===== src/include/decd_defs.svh =====
/* Decode stage constants
   Instruction widths, register field positions, opcodes and stack selectors */
`ifndef DECD_DEFS_SVH
`define DECD_DEFS_SVH

`define DECD_INST_W 32
`define DECD_IDX_W  5

// Register field positions
`define DECD_RD_LSB  7
`define DECD_RS1_LSB 15
`define DECD_RS2_LSB 20

// ====================
// Major opcodes
// ====================
`define DECD_OP_LUI    7'b0110111
`define DECD_OP_AUIPC  7'b0010111
`define DECD_OP_JAL    7'b1101111
`define DECD_OP_JALR   7'b1100111
`define DECD_OP_BRANCH 7'b1100011
`define DECD_OP_LOAD   7'b0000011
`define DECD_OP_STORE  7'b0100011
`define DECD_OP_IMM    7'b0010011
`define DECD_OP_REG    7'b0110011
`define DECD_OP_FENCE  7'b0001111
`define DECD_OP_SYSTEM 7'b1110011
`define DECD_OP_XOCC   7'b1011011
`define DECD_OP_HSTK   7'b0001011

// rs2 selectors of the hardware-stack encodings
`define DECD_RS2_IPUSH 5'b00100
`define DECD_RS2_IPOP  5'b00101

`endif

===== src/decd_pkg.sv =====
/* Decode package
   One-hot unit select and coprocessor function encodings */
`default_nettype none

package decd_pkg;

  // Target execution unit, all zeros when nothing is selected
  typedef enum logic [4:0] {
    UNIT_NONE = 5'b00000,
    UNIT_ALU  = 5'b00001,
    UNIT_BJU  = 5'b00010,
    UNIT_LSU  = 5'b00100,
    UNIT_CP0  = 5'b01000,
    UNIT_XOCC = 5'b10000
  } unit_sel_t;

  // Coprocessor function class
  typedef enum logic [1:0] {
    XOCC_NONE = 2'b00,
    XOCC_NORM = 2'b01,
    XOCC_DLY  = 2'b10
  } xocc_func_t;

  // Sub-function codes, meaning depends on the class
  typedef logic [2:0] xocc_sub_t;

  localparam xocc_sub_t SUB_NONE      = 3'b000;
  // NORM class
  localparam xocc_sub_t SUB_PUSH_RDY  = 3'b001;
  localparam xocc_sub_t SUB_POP_RDY   = 3'b010;
  localparam xocc_sub_t SUB_READ_RSP  = 3'b100;
  // DLY class
  localparam xocc_sub_t SUB_PUSH_CMD  = 3'b001;
  localparam xocc_sub_t SUB_WRITE_CMD = 3'b010;
  localparam xocc_sub_t SUB_POP_RSP   = 3'b100;

endpackage

`default_nettype wire


===== src/idu_decd_top.sv =====
/* Instruction decode top
   Base, legality and coprocessor decoders feeding the stage register */
`timescale 1ns/1ps
`default_nettype none
`include "decd_defs.svh"

module idu_decd_top (
  input  logic                    clk,
  input  logic                    arst_n,
  input  logic                    inst_vld,
  input  logic [`DECD_INST_W-1:0] inst,
  input  logic                    fetch_expt,
  input  logic                    mach_mode,
  input  logic                    isa_ext_en,
  input  logic                    dbg_on,
  output logic                    out_vld,
  output decd_pkg::unit_sel_t     unit_sel,
  output decd_pkg::xocc_func_t    xocc_func,
  output decd_pkg::xocc_sub_t     xocc_sub,
  output logic [`DECD_IDX_W-1:0]  rs1_idx,
  output logic [`DECD_IDX_W-1:0]  rs2_idx,
  output logic [`DECD_IDX_W-1:0]  rd_idx,
  output logic                    rs1_vld,
  output logic                    rs2_vld,
  output logic                    rd_vld,
  output logic [31:0]             imm,
  output logic                    imm_vld,
  output logic                    ill_expt,
  output logic                    bju_use_pc,
  output logic                    ipush_vld,
  output logic                    ipop_vld
);
  import decd_pkg::*;

  unit_sel_t   base_unit;
  logic        base_rs1_vld;
  logic        base_rs2_vld;
  logic        base_rd_vld;
  logic [31:0] base_imm;
  logic        base_imm_vld;
  logic        ill32;
  logic        ipush_in;
  logic        ipop_in;
  logic        x_hit;
  xocc_func_t  x_func;
  xocc_sub_t   x_sub;
  logic [31:0] x_imm;
  logic        x_ill;

  decd_base_rv32i i_base (
    .inst    (inst),
    .unit    (base_unit),
    .rs1_vld (base_rs1_vld),
    .rs2_vld (base_rs2_vld),
    .rd_vld  (base_rd_vld),
    .imm     (base_imm),
    .imm_vld (base_imm_vld)
  );

  decd_priv_chk i_priv (
    .inst       (inst),
    .mach_mode  (mach_mode),
    .isa_ext_en (isa_ext_en),
    .dbg_on     (dbg_on),
    .fetch_expt (fetch_expt),
    .ill32      (ill32),
    .ipush_vld  (ipush_in),
    .ipop_vld   (ipop_in)
  );

  decd_xocc i_xocc (
    .inst (inst),
    .hit  (x_hit),
    .func (x_func),
    .sub  (x_sub),
    .imm  (x_imm),
    .ill  (x_ill)
  );

  // Stage ports carry the same names as the nets above
  decd_stage i_stage (.*);

endmodule

`default_nettype wire


===== src/decd_stage.sv =====
/* Decode merge and output register
   Picks the decoder result, applies the debug rule and registers it */
`timescale 1ns/1ps
`default_nettype none
`include "decd_defs.svh"

module decd_stage (
  input  logic                    clk,
  input  logic                    arst_n,
  input  logic                    inst_vld,
  input  logic [`DECD_INST_W-1:0] inst,
  input  logic                    dbg_on,
  input  decd_pkg::unit_sel_t     base_unit,
  input  logic                    base_rs1_vld,
  input  logic                    base_rs2_vld,
  input  logic                    base_rd_vld,
  input  logic [31:0]             base_imm,
  input  logic                    base_imm_vld,
  input  logic                    ill32,
  input  logic                    x_hit,
  input  decd_pkg::xocc_func_t    x_func,
  input  decd_pkg::xocc_sub_t     x_sub,
  input  logic [31:0]             x_imm,
  input  logic                    x_ill,
  input  logic                    ipush_in,
  input  logic                    ipop_in,
  output logic                    out_vld,
  output decd_pkg::unit_sel_t     unit_sel,
  output decd_pkg::xocc_func_t    xocc_func,
  output decd_pkg::xocc_sub_t     xocc_sub,
  output logic [`DECD_IDX_W-1:0]  rs1_idx,
  output logic [`DECD_IDX_W-1:0]  rs2_idx,
  output logic [`DECD_IDX_W-1:0]  rd_idx,
  output logic                    rs1_vld,
  output logic                    rs2_vld,
  output logic                    rd_vld,
  output logic [31:0]             imm,
  output logic                    imm_vld,
  output logic                    ill_expt,
  output logic                    bju_use_pc,
  output logic                    ipush_vld,
  output logic                    ipop_vld
);
  import decd_pkg::*;

  logic        is_32;
  unit_sel_t   sel_unit;
  xocc_func_t  sel_func;
  xocc_sub_t   sel_sub;
  logic        sel_rs1_vld;
  logic        sel_rs2_vld;
  logic        sel_rd_vld;
  logic [31:0] sel_imm;
  logic        sel_imm_vld;
  logic        dec_ill;
  logic        ill_nxt;
  logic [31:0] inst_code;

  assign is_32 = &inst[1:0];

  // ====================
  // Source select
  // ====================
  // Everything stays zero on an idle cycle
  always_comb
  begin
    sel_unit    = UNIT_NONE;
    sel_func    = XOCC_NONE;
    sel_sub     = SUB_NONE;
    sel_rs1_vld = 1'b0;
    sel_rs2_vld = 1'b0;
    sel_rd_vld  = 1'b0;
    sel_imm     = 32'h0;
    sel_imm_vld = 1'b0;
    dec_ill     = 1'b0;
    if (inst_vld)
    begin
      // 16-bit code falls through as illegal
      dec_ill = 1'b1;
      if (x_hit)
      begin
        dec_ill = x_ill;
        if (!x_ill)
        begin
          sel_unit    = UNIT_XOCC;
          sel_func    = x_func;
          sel_sub     = x_sub;
          sel_rs1_vld = 1'b1;
          sel_rd_vld  = 1'b1;
          sel_imm     = x_imm;
          sel_imm_vld = 1'b1;
        end
      end
      else if (is_32)
      begin
        dec_ill = ill32;
        if (!ill32)
        begin
          sel_unit    = base_unit;
          sel_rs1_vld = base_rs1_vld;
          sel_rs2_vld = base_rs2_vld;
          sel_rd_vld  = base_rd_vld;
          sel_imm     = base_imm;
          sel_imm_vld = base_imm_vld;
        end
      end
    end
  end

  // Branch unit is off limits in debug mode, unit select is kept
  assign ill_nxt   = dec_ill || (sel_unit == UNIT_BJU && dbg_on);
  // Trap value, upper half cleared for 16-bit code
  assign inst_code = {is_32 ? inst[31:16] : 16'h0000, inst[15:0]};

  // ====================
  // Output register
  // ====================
  always_ff @(posedge clk or negedge arst_n)
  begin
    if (!arst_n)
    begin
      out_vld    <= 1'b0;
      unit_sel   <= UNIT_NONE;
      xocc_func  <= XOCC_NONE;
      xocc_sub   <= SUB_NONE;
      rs1_idx    <= '0;
      rs2_idx    <= '0;
      rd_idx     <= '0;
      rs1_vld    <= 1'b0;
      rs2_vld    <= 1'b0;
      rd_vld     <= 1'b0;
      imm        <= 32'h0;
      imm_vld    <= 1'b0;
      ill_expt   <= 1'b0;
      bju_use_pc <= 1'b0;
      ipush_vld  <= 1'b0;
      ipop_vld   <= 1'b0;
    end
    else
    begin
      out_vld    <= inst_vld;
      unit_sel   <= sel_unit;
      xocc_func  <= sel_func;
      xocc_sub   <= sel_sub;
      rs1_idx    <= inst_vld ? inst[`DECD_RS1_LSB +: `DECD_IDX_W] : '0;
      rs2_idx    <= inst_vld ? inst[`DECD_RS2_LSB +: `DECD_IDX_W] : '0;
      rd_idx     <= inst_vld ? inst[`DECD_RD_LSB +: `DECD_IDX_W] : '0;
      rs1_vld    <= sel_rs1_vld;
      rs2_vld    <= sel_rs2_vld;
      rd_vld     <= sel_rd_vld;
      imm        <= ill_nxt ? inst_code : sel_imm;
      imm_vld    <= ill_nxt || sel_imm_vld;
      ill_expt   <= ill_nxt;
      bju_use_pc <= sel_unit == UNIT_BJU && inst[6:0] != `DECD_OP_JALR;
      ipush_vld  <= inst_vld && ipush_in;
      ipop_vld   <= inst_vld && ipop_in;
    end
  end

endmodule

`default_nettype wire


===== src/decd_xocc.sv =====
/* Coprocessor instruction decoder
   Function class, sub-function, immediate and legality of custom-2 */
`timescale 1ns/1ps
`default_nettype none
`include "decd_defs.svh"

module decd_xocc (
  input  logic [`DECD_INST_W-1:0] inst,
  output logic                    hit,
  output decd_pkg::xocc_func_t    func,
  output decd_pkg::xocc_sub_t     sub,
  output logic [31:0]             imm,
  output logic                    ill
);
  import decd_pkg::*;

  assign hit = inst[6:0] == `DECD_OP_XOCC;
  assign imm = {{20{inst[31]}}, inst[31:20]};

  always_comb
  begin
    func = XOCC_NONE;
    sub  = SUB_NONE;
    if (hit)
    begin
      case (inst[14:12])
        3'b000:
        begin
          func = XOCC_NORM;
          sub  = SUB_PUSH_RDY;
        end
        3'b001:
        begin
          func = XOCC_NORM;
          sub  = SUB_POP_RDY;
        end
        3'b101:
        begin
          func = XOCC_NORM;
          sub  = SUB_READ_RSP;
        end
        3'b010:
        begin
          func = XOCC_DLY;
          sub  = SUB_PUSH_CMD;
        end
        3'b100:
        begin
          func = XOCC_DLY;
          sub  = SUB_WRITE_CMD;
        end
        3'b011:
        begin
          func = XOCC_DLY;
          sub  = SUB_POP_RSP;
        end
        default: func = XOCC_NONE;
      endcase
    end
  end

  // funct3 110 and 111 select nothing
  assign ill = hit && sub == SUB_NONE;

endmodule

`default_nettype wire


===== src/decd_priv_chk.sv =====
/* Base instruction legality check
   Encoding table, privilege rules and hardware-stack push/pop detect */
`timescale 1ns/1ps
`default_nettype none
`include "decd_defs.svh"

module decd_priv_chk (
  input  logic [`DECD_INST_W-1:0] inst,
  input  logic                    mach_mode,
  input  logic                    isa_ext_en,
  input  logic                    dbg_on,
  input  logic                    fetch_expt,
  output logic                    ill32,
  output logic                    ipush_vld,
  output logic                    ipop_vld
);
  logic [6:0]  opcode;
  logic [2:0]  funct3;
  logic [6:0]  funct7;
  logic [11:0] funct12;
  logic        sys_clean;
  logic        sys_known;
  logic        hstk_base;
  logic        hstk_priv;
  logic        push_code;
  logic        pop_code;
  logic        legal;

  assign opcode  = inst[6:0];
  assign funct3  = inst[14:12];
  assign funct7  = inst[31:25];
  assign funct12 = inst[31:20];

  // rs1, funct3 and rd all zero
  assign sys_clean = inst[19:7] == 13'h0000;
  // ECALL, EBREAK, WFI, MRET and DRET in debug mode only
  assign sys_known = funct12 == 12'h000 || funct12 == 12'h001 || funct12 == 12'h105
                  || funct12 == 12'h302 || (funct12 == 12'h7b2 && dbg_on);

  // ====================
  // Hardware stack
  // ====================
  assign hstk_base = opcode == `DECD_OP_HSTK && funct7 == 7'h00 && sys_clean;
  assign push_code = hstk_base && inst[24:20] == `DECD_RS2_IPUSH;
  assign pop_code  = hstk_base && inst[24:20] == `DECD_RS2_IPOP;
  assign hstk_priv = isa_ext_en && (mach_mode || dbg_on);

  always_comb
  begin
    case (opcode)
      `DECD_OP_REG:    legal = funct7 == 7'b0000000
                            || (funct7 == 7'b0100000 && (funct3 == 3'b000 || funct3 == 3'b101));
      `DECD_OP_IMM:    legal = (funct3 == 3'b001) ? funct7 == 7'b0000000
                             : (funct3 == 3'b101) ? (funct7 == 7'b0000000 || funct7 == 7'b0100000)
                             : 1'b1;
      `DECD_OP_LOAD:   legal = funct3 != 3'b011 && funct3 != 3'b110 && funct3 != 3'b111;
      `DECD_OP_STORE:  legal = funct3 <= 3'b010;
      `DECD_OP_BRANCH: legal = funct3 != 3'b010 && funct3 != 3'b011;
      `DECD_OP_JALR:   legal = funct3 == 3'b000;
      `DECD_OP_LUI, `DECD_OP_AUIPC, `DECD_OP_JAL:
                       legal = 1'b1;
      `DECD_OP_FENCE:  legal = funct3 == 3'b000 || funct3 == 3'b001;
      `DECD_OP_SYSTEM: legal = (funct3 != 3'b000 && funct3 != 3'b100) || (sys_clean && sys_known);
      `DECD_OP_HSTK:   legal = (push_code || pop_code) && hstk_priv;
      default:         legal = 1'b0;
    endcase
  end

  assign ill32     = ~legal;
  assign ipush_vld = push_code && hstk_priv && !fetch_expt;
  assign ipop_vld  = pop_code && hstk_priv && !fetch_expt;

endmodule

`default_nettype wire


===== src/decd_base_rv32i.sv =====
/* RV32I base decoder
   Unit select, operand valids and immediate from the major opcode */
`timescale 1ns/1ps
`default_nettype none
`include "decd_defs.svh"

module decd_base_rv32i (
  input  logic [`DECD_INST_W-1:0] inst,
  output decd_pkg::unit_sel_t     unit,
  output logic                    rs1_vld,
  output logic                    rs2_vld,
  output logic                    rd_vld,
  output logic [31:0]             imm,
  output logic                    imm_vld
);
  import decd_pkg::*;

  logic [6:0]  opcode;
  logic [31:0] imm_i;
  logic [31:0] imm_s;
  logic [31:0] imm_b;
  logic [31:0] imm_u;
  logic [31:0] imm_j;

  assign opcode = inst[6:0];

  // ====================
  // Immediate formats
  // ====================
  assign imm_i = {{20{inst[31]}}, inst[31:20]};
  assign imm_s = {{20{inst[31]}}, inst[31:25], inst[11:7]};
  assign imm_b = {{20{inst[31]}}, inst[7], inst[30:25], inst[11:8], 1'b0};
  assign imm_u = {inst[31:12], 12'h000};
  assign imm_j = {{12{inst[31]}}, inst[19:12], inst[20], inst[30:21], 1'b0};

  always_comb
  begin
    unit    = UNIT_NONE;
    rs1_vld = 1'b0;
    rs2_vld = 1'b0;
    rd_vld  = 1'b0;
    imm     = 32'h0;
    imm_vld = 1'b0;
    case (opcode)
      `DECD_OP_REG:
      begin
        unit    = UNIT_ALU;
        rs1_vld = 1'b1;
        rs2_vld = 1'b1;
        rd_vld  = 1'b1;
      end
      `DECD_OP_IMM, `DECD_OP_LOAD, `DECD_OP_JALR:
      begin
        unit    = (opcode == `DECD_OP_IMM)  ? UNIT_ALU
                : (opcode == `DECD_OP_LOAD) ? UNIT_LSU : UNIT_BJU;
        rs1_vld = 1'b1;
        rd_vld  = 1'b1;
        imm     = imm_i;
        imm_vld = 1'b1;
      end
      `DECD_OP_STORE, `DECD_OP_BRANCH:
      begin
        unit    = (opcode == `DECD_OP_STORE) ? UNIT_LSU : UNIT_BJU;
        rs1_vld = 1'b1;
        rs2_vld = 1'b1;
        imm     = (opcode == `DECD_OP_STORE) ? imm_s : imm_b;
        imm_vld = 1'b1;
      end
      `DECD_OP_LUI, `DECD_OP_AUIPC:
      begin
        unit    = UNIT_ALU;
        rd_vld  = 1'b1;
        imm     = imm_u;
        imm_vld = 1'b1;
      end
      `DECD_OP_JAL:
      begin
        unit    = UNIT_BJU;
        rd_vld  = 1'b1;
        imm     = imm_j;
        imm_vld = 1'b1;
      end
      `DECD_OP_FENCE, `DECD_OP_SYSTEM:
      begin
        unit    = UNIT_CP0;
        imm     = imm_i;
        imm_vld = 1'b1;
        // CSR access, register source only when funct3[2] is clear
        if (opcode == `DECD_OP_SYSTEM && inst[14:12] != 3'b000)
        begin
          rd_vld  = 1'b1;
          rs1_vld = ~inst[14];
        end
      end
      default:
      begin
        unit = UNIT_NONE;
      end
    endcase
  end

endmodule

`default_nettype wire


===== config.mk =====
export PLATFORM = sky130hd
export DESIGN_NAME = idu_decd_top
export DESIGN_NICKNAME = d
export VERILOG_FILES = /design/src/decd_pkg.sv /design/src/idu_decd_top.sv /design/src/decd_stage.sv /design/src/decd_xocc.sv /design/src/decd_priv_chk.sv /design/src/decd_base_rv32i.sv
export VERILOG_INCLUDE_DIRS = /design/src /design/src/include
export SDC_FILE = /design/constraint.sdc
export NUM_CORES = 1
export LEC_CHECK = 0
export BUFFER_PORTS_ARGS = -buffer_cell sky130_fd_sc_hd__buf_2
export CAP_MARGIN = 20
export CORE_ASPECT_RATIO = 0.6
export CORE_MARGIN = 8
export CORE_UTILIZATION = 45
export DETAILED_ROUTE_END_ITERATION = 10
export PLACE_DENSITY_LB_ADDON = 0.15
export SETUP_SLACK_MARGIN = 0.3
export SYNTH_ARGS = -nofsm -noshare
export SYNTH_HDL_FRONTEND = slang
export SYNTH_HIERARCHICAL = 1
export SYNTH_SLANG_ARGS = --single-unit

===== constraint.sdc =====
create_clock -name clk -period 0.8 [get_ports clk]
set_input_delay 0.08 -clock clk [delete_from_list [all_inputs] [get_ports clk]]
set_output_delay 0.08 -clock clk [all_outputs]
set_load 0.05 [all_outputs]

Yosys cells after proc, flatten, opt, wreduce, memory -nomap -nowiden
Cells that the tools add are included.
{"block": "classes", "n_lt_le_gt_ge": 1, "n_eq_ne": 32, "n_mux": 59, "n_bitwise": 2, "reduce_logical": 60}
{"cell": "$mux W32", "count": 6}
{"cell": "$pmux W32 S4", "count": 1}
{"cell": "$mux W5", "count": 9}
{"cell": "$eq A7 B7 Y1 const B", "count": 5}
{"cell": "$eq A7 B6 Y1 const B", "count": 4}
{"cell": "$mux W1", "count": 26}
{"cell": "$pmux W5 S5", "count": 1}
{"cell": "$logic_and A1 B1 Y1", "count": 23}
{"cell": "$mux W3", "count": 6}
{"cell": "$reduce_or A3 Y1", "count": 6}
{"cell": "$mux W16", "count": 1}
{"cell": "$eq A7 B4 Y1 const B", "count": 2}
{"cell": "$eq A7 B5 Y1 const B", "count": 2}
{"cell": "$logic_not A13 Y1", "count": 1}
{"cell": "$logic_or A1 B1 Y1", "count": 13}
{"cell": "$eq A12 B1 Y1 const B", "count": 1}
{"cell": "$eq A12 B10 Y1 const B", "count": 1}
{"cell": "$eq A12 B11 Y1 const B", "count": 1}
{"cell": "$eq A12 B9 Y1 const B", "count": 1}
{"cell": "$logic_not A12 Y1", "count": 1}
{"cell": "$mux W12", "count": 1}
{"cell": "$reduce_or A2 Y1", "count": 6}
{"cell": "$eq A5 B3 Y1 const B", "count": 2}
{"cell": "$pmux W1 S10", "count": 1}
{"cell": "23 further kinds", "count": 33}
{"block": "totals", "register_bits": 66}

Logic depth before layout (Yosys ltp)
Gate-level depths: netlist (run 1).
{"block": "depth", "depth_word": 16, "depth_mapped": 10}

Hierarchy
The synthesis (run 1) kept the hierarchy.
{"module": "decd_stage", "n_inst": 1, "cells_per_inst": 248, "area_each_um2": 2946.6, "seq_area_each_um2": 1651.6}
{"module": "decd_base_rv32i", "n_inst": 1, "cells_per_inst": 129, "area_each_um2": 835.8, "seq_area_each_um2": 0.0}
{"module": "decd_xocc", "n_inst": 1, "cells_per_inst": 48, "area_each_um2": 369.1, "seq_area_each_um2": 0.0}
{"module": "decd_priv_chk", "n_inst": 1, "cells_per_inst": 51, "area_each_um2": 335.3, "seq_area_each_um2": 0.0}

Worst setup path before layout (run 1)
No wires, ideal clock.
{"block": "synth_path", "path_type": "input port to flip-flop", "from": "input port inst[25]", "to": "register i_stage.imm[10]", "setup_ps": 123, "arrival_ps": 2603, "setup_slack_ps": -1926, "stages": 10, "n_path_buf": 1, "path_cell_list": "or4_1 > nor3_2 > nand4_1 > or3_1 > nor4bb_1 > nand3b_1 > mux2_2 > clkbuf_1 > a211o_1 > o221a_1"}
{"item": "from (decl)", "line_no": "idu_decd_top.sv:11", "rtl": "input logic [`DECD_INST_W-1:0] inst,"}
{"item": "$eq A12 B1 Y1 or $logic_not A12 Y1 (tied branches)", "line_no": "decd_priv_chk.sv:37", "rtl": "assign sys_known = funct12 == 12'h000 || funct12 == 12'h001 || funct12 == 12'h105"}
{"item": "$logic_or A1 B1 Y1 (2 in a row)", "line_no": "decd_priv_chk.sv:37"}
{"item": "$logic_or A1 B1 Y1 (2 in a row)", "line_no": "decd_priv_chk.sv:38", "rtl": "|| funct12 == 12'h302 || (funct12 == 12'h7b2 && dbg_on);"}
{"item": "$logic_and A1 B1 Y1", "line_no": "decd_priv_chk.sv:63", "rtl": "`DECD_OP_SYSTEM: legal = (funct3 != 3'b000 && funct3 != 3'b100) || (sys_clean && sys_known);"}
{"item": "$logic_or A1 B1 Y1", "line_no": "decd_priv_chk.sv:63"}
{"item": "$pmux W1 S10 *", "line_no": "decd_priv_chk.sv:50", "rtl": "case (opcode)"}
{"item": "$not A1 Y1 *", "line_no": "decd_priv_chk.sv:69", "rtl": "assign ill32 = ~legal;"}
{"item": "net ill32", "line_no": "idu_decd_top.sv:41", "rtl": "logic ill32;"}
{"item": "$mux W1 *", "line_no": "decd_stage.sv:94", "rtl": "else if (is_32)"}
{"item": "$mux W1 *", "line_no": "decd_stage.sv:80", "rtl": "if (x_hit)"}
{"item": "$mux W1 *", "line_no": "decd_stage.sv:76", "rtl": "if (inst_vld)"}
{"item": "$logic_or A1 B1 Y1 *", "line_no": "decd_stage.sv:111", "rtl": "assign ill_nxt = dec_ill || (sel_unit == UNIT_BJU && dbg_on);"}
{"item": "$mux W32 *", "line_no": "decd_stage.sv:151", "rtl": "imm <= ill_nxt ? inst_code : sel_imm;"}
{"item": "to (signal assigned)", "line_no": "decd_stage.sv:151"}
{"item": "to (decl)", "line_no": "decd_stage.sv:37", "rtl": "output logic [31:0] imm,"}
The timed path passes the listed nets; every way through them passes the cells marked *.

Worst setup path after layout (run 1)
{"block": "layout_path", "from": "input port inst[25]", "to": "register i_stage.imm[13]"}
Same word-level chain as after synthesis.

==> results of run 1 <==
worst paths after layout:
check / slack (ps) / from / end / cells after the start
setup / recovery: -1670 / inst[25] / i_stage/imm[13]$_DFF_PN0_ / 12
hold / removal: -260 / arst_n / i_stage/xocc_func[0]$_DFF_PN0_ / 2
max in group asynchronous: 700 / arst_n / i_stage/imm[4]$_DFF_PN0_ / 2
min in group clk: 40 / fetch_expt / i_stage/ipush_vld$_DFF_PN0_ / 3
where the power goes:
group | total [W] | internal, W | leakage [nW] | switching, W
sequential | 0.00354 | 0.00347 | 0.792 | 0.0000644
clock | 0.00422 | 0.00272 | 0.151 | 0.00150
combinational | 0.00218 | 0.000907 | 1.99 | 0.00128
total | 0.00994 | 0.00710 | 2.93 | 0.00284
per-layer routing:
| metal | vias to the layer above | GRT usage [%] |
|---|---|---|
| met1 | 2077 | 31.83 |
| met4 | 0 | 4.787 |
| met5 | - | 0 |
| li1 | 1982 | - |
| met3 | 14 | 5.738 |
| met2 | 167 | 31.70 |
flip-flops by register name, summed over array words and instances, names as in the netlist:
signal              count
i_stage/ipush_vld       1
i_stage/out_vld         1
i_stage/xocc_func       2
i_stage/rs2_idx         5
i_stage/rs1_vld         1
i_stage/imm            32
i_stage/xocc_sub        3
i_stage/ipop_vld        1
i_stage/imm_vld         1
i_stage/bju_use_pc      1
i_stage/unit_sel        5
i_stage/rd_vld          1
i_stage/ill_expt        1
i_stage/rs2_vld         1
i_stage/rs1_idx         5
i_stage/rd_idx          5
synth_stat cells, drive strengths merged (3+ instances only):
cell,number,area [sq um]
and2,30,187.7
dfrtp,66,1652
a211o,16,140.1
nor3,9,55.05
or4,4,33.78
buf,49,359.1
mux2i,16,160.2
clkbuf,14,52.55
nand3b,4,30.03
mux2,17,191.4
nor4b,5,50.04
nand3,7,35.03
a22o,5,52.55
xnor2,3,26.28
nor4bb,3,30.03
or2,3,18.77
o21ai,8,40.04
nand2,74,302.8
nor3b,3,27.52
inv,4,15.01
nand2b,5,31.28
a21o,10,75.07
nor2b,21,133.9
a21oi,19,113.9
nor4,9,71.32
nor2,19,76.32
o221a,16,180.2
logic make-up after synthesis:
group           synth area share, %
xor+xnor                     0.5857
flops                         36.81
compound gates                18.10
buf+inv                       9.509
other cells                 0.08358
mux                           7.836
simple gates                  27.08
final cells by class:
cell class	instances	area [sq um]	share of cell area (%)
sequential	66	1724	26.06
inverter	4	15.01	0.2269
tap	135	168.9	2.553
timing repair buffer	206	1888	28.54
clock inverter	7	93.84	1.418
multi-input combinational	343	2501	37.80
clock buffer	9	225.2	3.404
stage by stage:
step	cells	setup TNS (ps)	power, W	utilization [%]
2_1_floorplan	476	-79590	0.004711	-
3_3_place_gp	740	-85860	0.005426	56.91
3_5_place_dp	740	-89420	0.005452	56.91
4_1_cts	770	-79720	0.009977	67.42
5_1_grt	770	-86950	0.01025	67.69
6_report	770	-81490	0.009940	67.69
repair_timing:
item,CTS,global route
setup buffers,13,0
gates resized for setup,169,7
gates cloned,1,0
setup endpoints to repair,118,118
hold endpoints to repair,66,66
pin swaps,7,0
worst max-delay path, stage by stage:
cell	delay [ps]
buf_6	90
or4_4	540
nor3_4	150
nand4_1	140
or3_1	340
nor4bb_1	160
nand3b_1	180
buf_4	160
nor4_4	310
nor2_4	80
buf_12	180
o221a_1	260
cells in the final DEF (no fill, tap or decap), types with 8 or more instances in the layout:
| master | n |
|---|---|
| dfrtp_2 | 58 |
| and2_1 | 24 |
| a21o_1 | 10 |
| a211o_1 | 16 |
| nand2_2 | 10 |
| a21oi_1 | 16 |
| mux2i_1 | 16 |
| dfrtp_1 | 8 |
| nand2_1 | 64 |
| nor2_1 | 15 |
| nor2b_1 | 20 |
| buf_4 | 80 |
| o221a_1 | 13 |
| mux2_2 | 16 |
| buf_6 | 79 |
| clkbuf_16 | 9 |
| buf_2 | 36 |
==> results.toml, run 1 <==
[status]
outcome = "finished with violations"
failed_checks = "negative hold slack, negative setup slack"

[timing]
slew_headroom_pct = 46.28
finalHoldViolCount = 66
timing.hold.ws_ps = -257.7
clock.fmax_mhz = 404.6
period_needed_ps = 2472
finalSetupViolations = 116
tightest_slew_ps = 805.8
rsz0062_at_grt = "true"
fin_crit_sh_pct = 309.0
slew_viol_final = 0
layout_setup_ws_ps = -1672

[global_route]
grt_max_degree = 67
grt_pass1_vias = 4273
gr-total-overflow = 0
grtUsageTotal_pct = 21.88
grt_first_pass_wirelength_um = 23630
antenna_found_initial = 0

[place]
pre_cts_slack_ps = -2010
gp_congestion = 0.9036
place_area_sq_um = 5563
portBuffers = 104
hpwlAfterDp_um = 10210

[worst_setup_path]
cp_data_arrival_time_ps = 2680
worst_ep_required_time_ps = 1010
path_max_fanout = 24
critPathKind = "in -> reg"
endpoint_kind = "register"
start_kind = "input pin"

[logic_synthesis]
ys.flop_type = "dfrtp_1"
synth_enable_flop_cells = 0
ys_seq_elements = 66
yosysWarningCount = 6
ys_async_sr_fraction_pct = 100.0
yosysSeqAreaShare_pct = 36.81
synth_area_per_cell_sq_um = 9.426
syn-cell-area_sq_um = 4487
synth_fp_nets = 515
yosys.cell_types.count = 74
syn_inst = 476

[detailed_routing]
wl_um = 14860
wl_met1_um = 7095
via_per_inst = 5.506
ant_nets = 0
dr_wl_met3_um = 1155
first_iter_violations = 351
drc = 0
num_vias = 4240
highest_layer = "met4"
routedWlPerCell_um = 19.30
dr_wl_met2_um = 6452
dr.pass1.iters = 5

[finish]
fin_nets = 669
fillers = 745
final_area_sq_um = 6616
area_growth_pct = 47.46
drive_above_1_share_pct = 54.33
diodes = 0

[pwr]
power.density_nw_per_um2 = 1502
leakage_nw = 2.932
peakVddDrop_uv = 965.0

[floorplanning]
die_x_um = 144.9
die_y_um = 93.35
fp.coreArea_sq_um = 9774
row_count = 28
start_util_pct = 45.90
io_pins = 105
dieArea_sq_um = 13530

[clocking]
clk_pin_slew_ps = 60
cts.sinks = 66
cts_tree = "yes"
clk_path_buf_depth = 2
cts_made_buffers = 9
htree_levels = 3
clockRootBuffer = "clkbuf_16"

[worst_hold_path]
hp-class = "in -> async"

[job]
cap_violations = 0
(Power assumes the default switching activity.)
==> inputs of run 2 (changes only) <==
--- a/config.mk
+++ b/config.mk
@@ -6,6 +6,7 @@
 export SDC_FILE = /design/constraint.sdc
 export NUM_CORES = 1
 export LEC_CHECK = 0
+export ABC_AREA = 1
 export BUFFER_PORTS_ARGS = -buffer_cell sky130_fd_sc_hd__buf_2
 export CAP_MARGIN = 20
 export CORE_ASPECT_RATIO = 0.6
==> results.toml, run 2 <==
[clocking]
clk_path_buf_depth = 2
clk_pin_slew_ps = 60
htree_levels = 3
cts.sinks = 66
clockRootBuffer = "clkbuf_16"
cts_made_buffers = 9
cts_tree = "yes"

[worst_setup_path]
path_max_fanout = 7
critical_path.cell_chain = "buf_6 > nor2_1 > nand2_1 > nor2_1 > nand2_2 > nor2_4 > o21ai_2 > nand3_1 > nor2_1 > inv_1 > nand3_4 > nor2_4 > nand4_4 > nand2_8 > clkbuf_16 > nand2_2 > nand2_1"
max_stage_delay_ps = 200
start_kind = "input pin"
cpMaxStageDelayCell = "nand4_4"
cp_common_cell = "nor2_1"
worst_ep_required_time_ps = 1070
critPathKind = "in -> reg"
cp_data_arrival_time_ps = 2050
endpoint_kind = "register"

[pwr]
peakVddDrop_uv = 1143
power.density_nw_per_um2 = 1347
leakage_nw = 3.991

[status]
failed_checks = "negative hold slack, negative setup slack"
outcome = "finished with violations"

[floorplanning]
die_y_um = 95.04
start_util_pct = 45.31
dieArea_sq_um = 14040
fp.coreArea_sq_um = 10340
die_x_um = 147.7
io_pins = 105
row_count = 29

[detailed_routing]
dr_wl_met3_um = 2045
dr_wl_met2_um = 7884
dr.pass1.iters = 5
drc = 0
num_vias = 5401
ant_nets = 0
via_per_inst = 5.159
first_iter_violations = 417
wl_met1_um = 8083
wl_um = 18300
highest_layer = "met4"
routedWlPerCell_um = 17.48

[logic_synthesis]
synth_enable_flop_cells = 0
synth_fp_nets = 754
ys_seq_elements = 66
synth.top_cells.by_count = "165 x nand2_1, 148 x nor2_1, 97 x inv_1, 66 x dfrtp_1, 56 x nand3_1"
yosysWarningCount = 6
ys_async_sr_fraction_pct = 100.0
yosysMostFrequentCell = "nand2_1"
ys.flop_type = "dfrtp_1"
syn_inst = 715
synthTopCellsByArea = "dfrtp_1 35%, nand2_1 13%, nor2_1 12%"
yosys.cell_types.count = 37
yosysSeqAreaShare_pct = 35.25
synth_area_per_cell_sq_um = 6.553
yosysTopAreaCell = "dfrtp_1"
post-synth-top-area-fraction_pct = 35.25
syn-cell-area_sq_um = 4686

[timing]
timing.hold.ws_ps = -285.7
finalSetupViolations = 116
finalHoldViolCount = 68
finalSetupTns_ps = -50580
rsz0062_at_grt = "true"
fin_crit_sh_pct = 221.5
slew_viol_final = 0
clock.fmax_mhz = 564.3
period_needed_ps = 1772
layout_setup_ws_ps = -972.0

[finish]
fin_nets = 942
layout_common_cells = "128 x nor2_1, 120 x nand2_1, 100 x buf_6, 98 x buf_4, 88 x inv_1"
area_growth_pct = 62.88
largest_reg_flops = 32
top_register = "i_stage/imm"
final_common_cell = "nor2_1"
utilization_pct = 73.81
diodes = 0
final_area_sq_um = 7632
drive_above_1_share_pct = 46.59

[place]
place_area_sq_um = 5977
gp_congestion = 0.9436
hpwlAfterDp_um = 12660
portBuffers = 104

[global_route]
grt_max_degree = 67
grt_first_pass_wirelength_um = 27770
grt_pass1_vias = 5110
gr-total-overflow = 0
antenna_found_initial = 0
grtUsageTotal_pct = 25.46

[job]
cap_violations = 0

[worst_hold_path]
hp-class = "in -> async"
[run 2: cell count changes in the layout (fill, tap and decap cells not counted), sizes merged, moves of 10 or more]
cell and delta:
nand3 +53, mux2 -17, inv +96, nor2 +143, and2 -29, o221a -16, a21o -10, nor2b -21
a211o -16, nand2 +103, mux2i -16, o21ai +14, nor3 +26, buf +27
[run 2: critical path: cells and delay by family]
kind                   cells  cell delay (ps)
AND/OR/NAND/NOR           13             1500
AO/OA/AOI/OAI              1               60
buffers and inverters      3              380
[run 2: worst max-delay path by stage]
| stage | startpoint | end | slack (ps) | cells past startpoint |
|---|---|---|---|---|
| floorplan | inst[26] | i_stage/imm[21]$_DFF_PN0_ | -860 | 17 |
| global placement | inst[29] | i_stage/imm[27]$_DFF_PN0_ | -1320 | 17 |
| detailed placement | inst[29] | i_stage/imm[30]$_DFF_PN0_ | -1350 | 17 |
| CTS | inst[21] | i_stage/imm[5]$_DFF_PN0_ | -840 | 16 |
| global route | inst[4] | i_stage/imm[5]$_DFF_PN0_ | -1050 | 19 |
| finish | inst[10] | i_stage/imm[12]$_DFF_PN0_ | -970 | 17 |
[run 2: repair_timing]
action                     in CTS  in global routing
setup endpoints to repair     116                116
cloned                          3                  2
hold endpoints to repair       68                 66
resized for setup             230                 95
buffers inserted               10                 10
pin swaps                      24                 20
[run 2: routing by layer]
metal / vias up / global-route usage [%]
met5: - / 0
met4: 0 / 6.160
met3: 33 / 6.825
met2: 270 / 38.68
met1: 2545 / 35.55
li1: 2553 / -
[run 2: final cells by class]
| cell class | count | area, sq um |
|---|---|---|
| timing repair buffer | 234 | 2300 |
| multi-input combinational | 493 | 2754 |
| clock buffer | 9 | 225.2 |
| fill | 816 | 2709 |
| tap | 139 | 173.9 |
| inverter | 99 | 380.4 |
| clock inverter | 7 | 100.1 |
| sequential | 66 | 1699 |
[run 2: kinds of logic (layout without fill, tap and decap cells)]
kind of cell | after synthesis | after routing | synth area share [%]
simple gates | 448 | 448 | 42.94
compound gates | 42 | 44 | 5.367
flops | 66 | 66 | 35.25
buf+inv | 158 | 349 | 16.37
other cells | 1 | 1 | 0.08003
[run 2: metrics by stage]
stage	cells	setup WS, ps	total power (W)	hold WS, ps
2_1_floorplan	715	-856.5	0.004620	-215.6
3_3_place_gp	1006	-1320	0.005408	126.5
3_5_place_dp	1006	-1346	0.005413	117.0
4_1_cts	1035	-844.8	0.01014	-245.8
5_1_grt	1047	-1051	0.01063	-241.0
6_report	1047	-972.0	0.01028	-285.7
[run 2: report_power, final]
group / total, W / leakage [nW] / switching [W] / internal [W]
logic: 0.00239 / 3.01 / 0.00145 / 0.000942
clock network: 0.00436 / 0.160 / 0.00160 / 0.00275
registers: 0.00353 / 0.823 / 0.0000665 / 0.00346
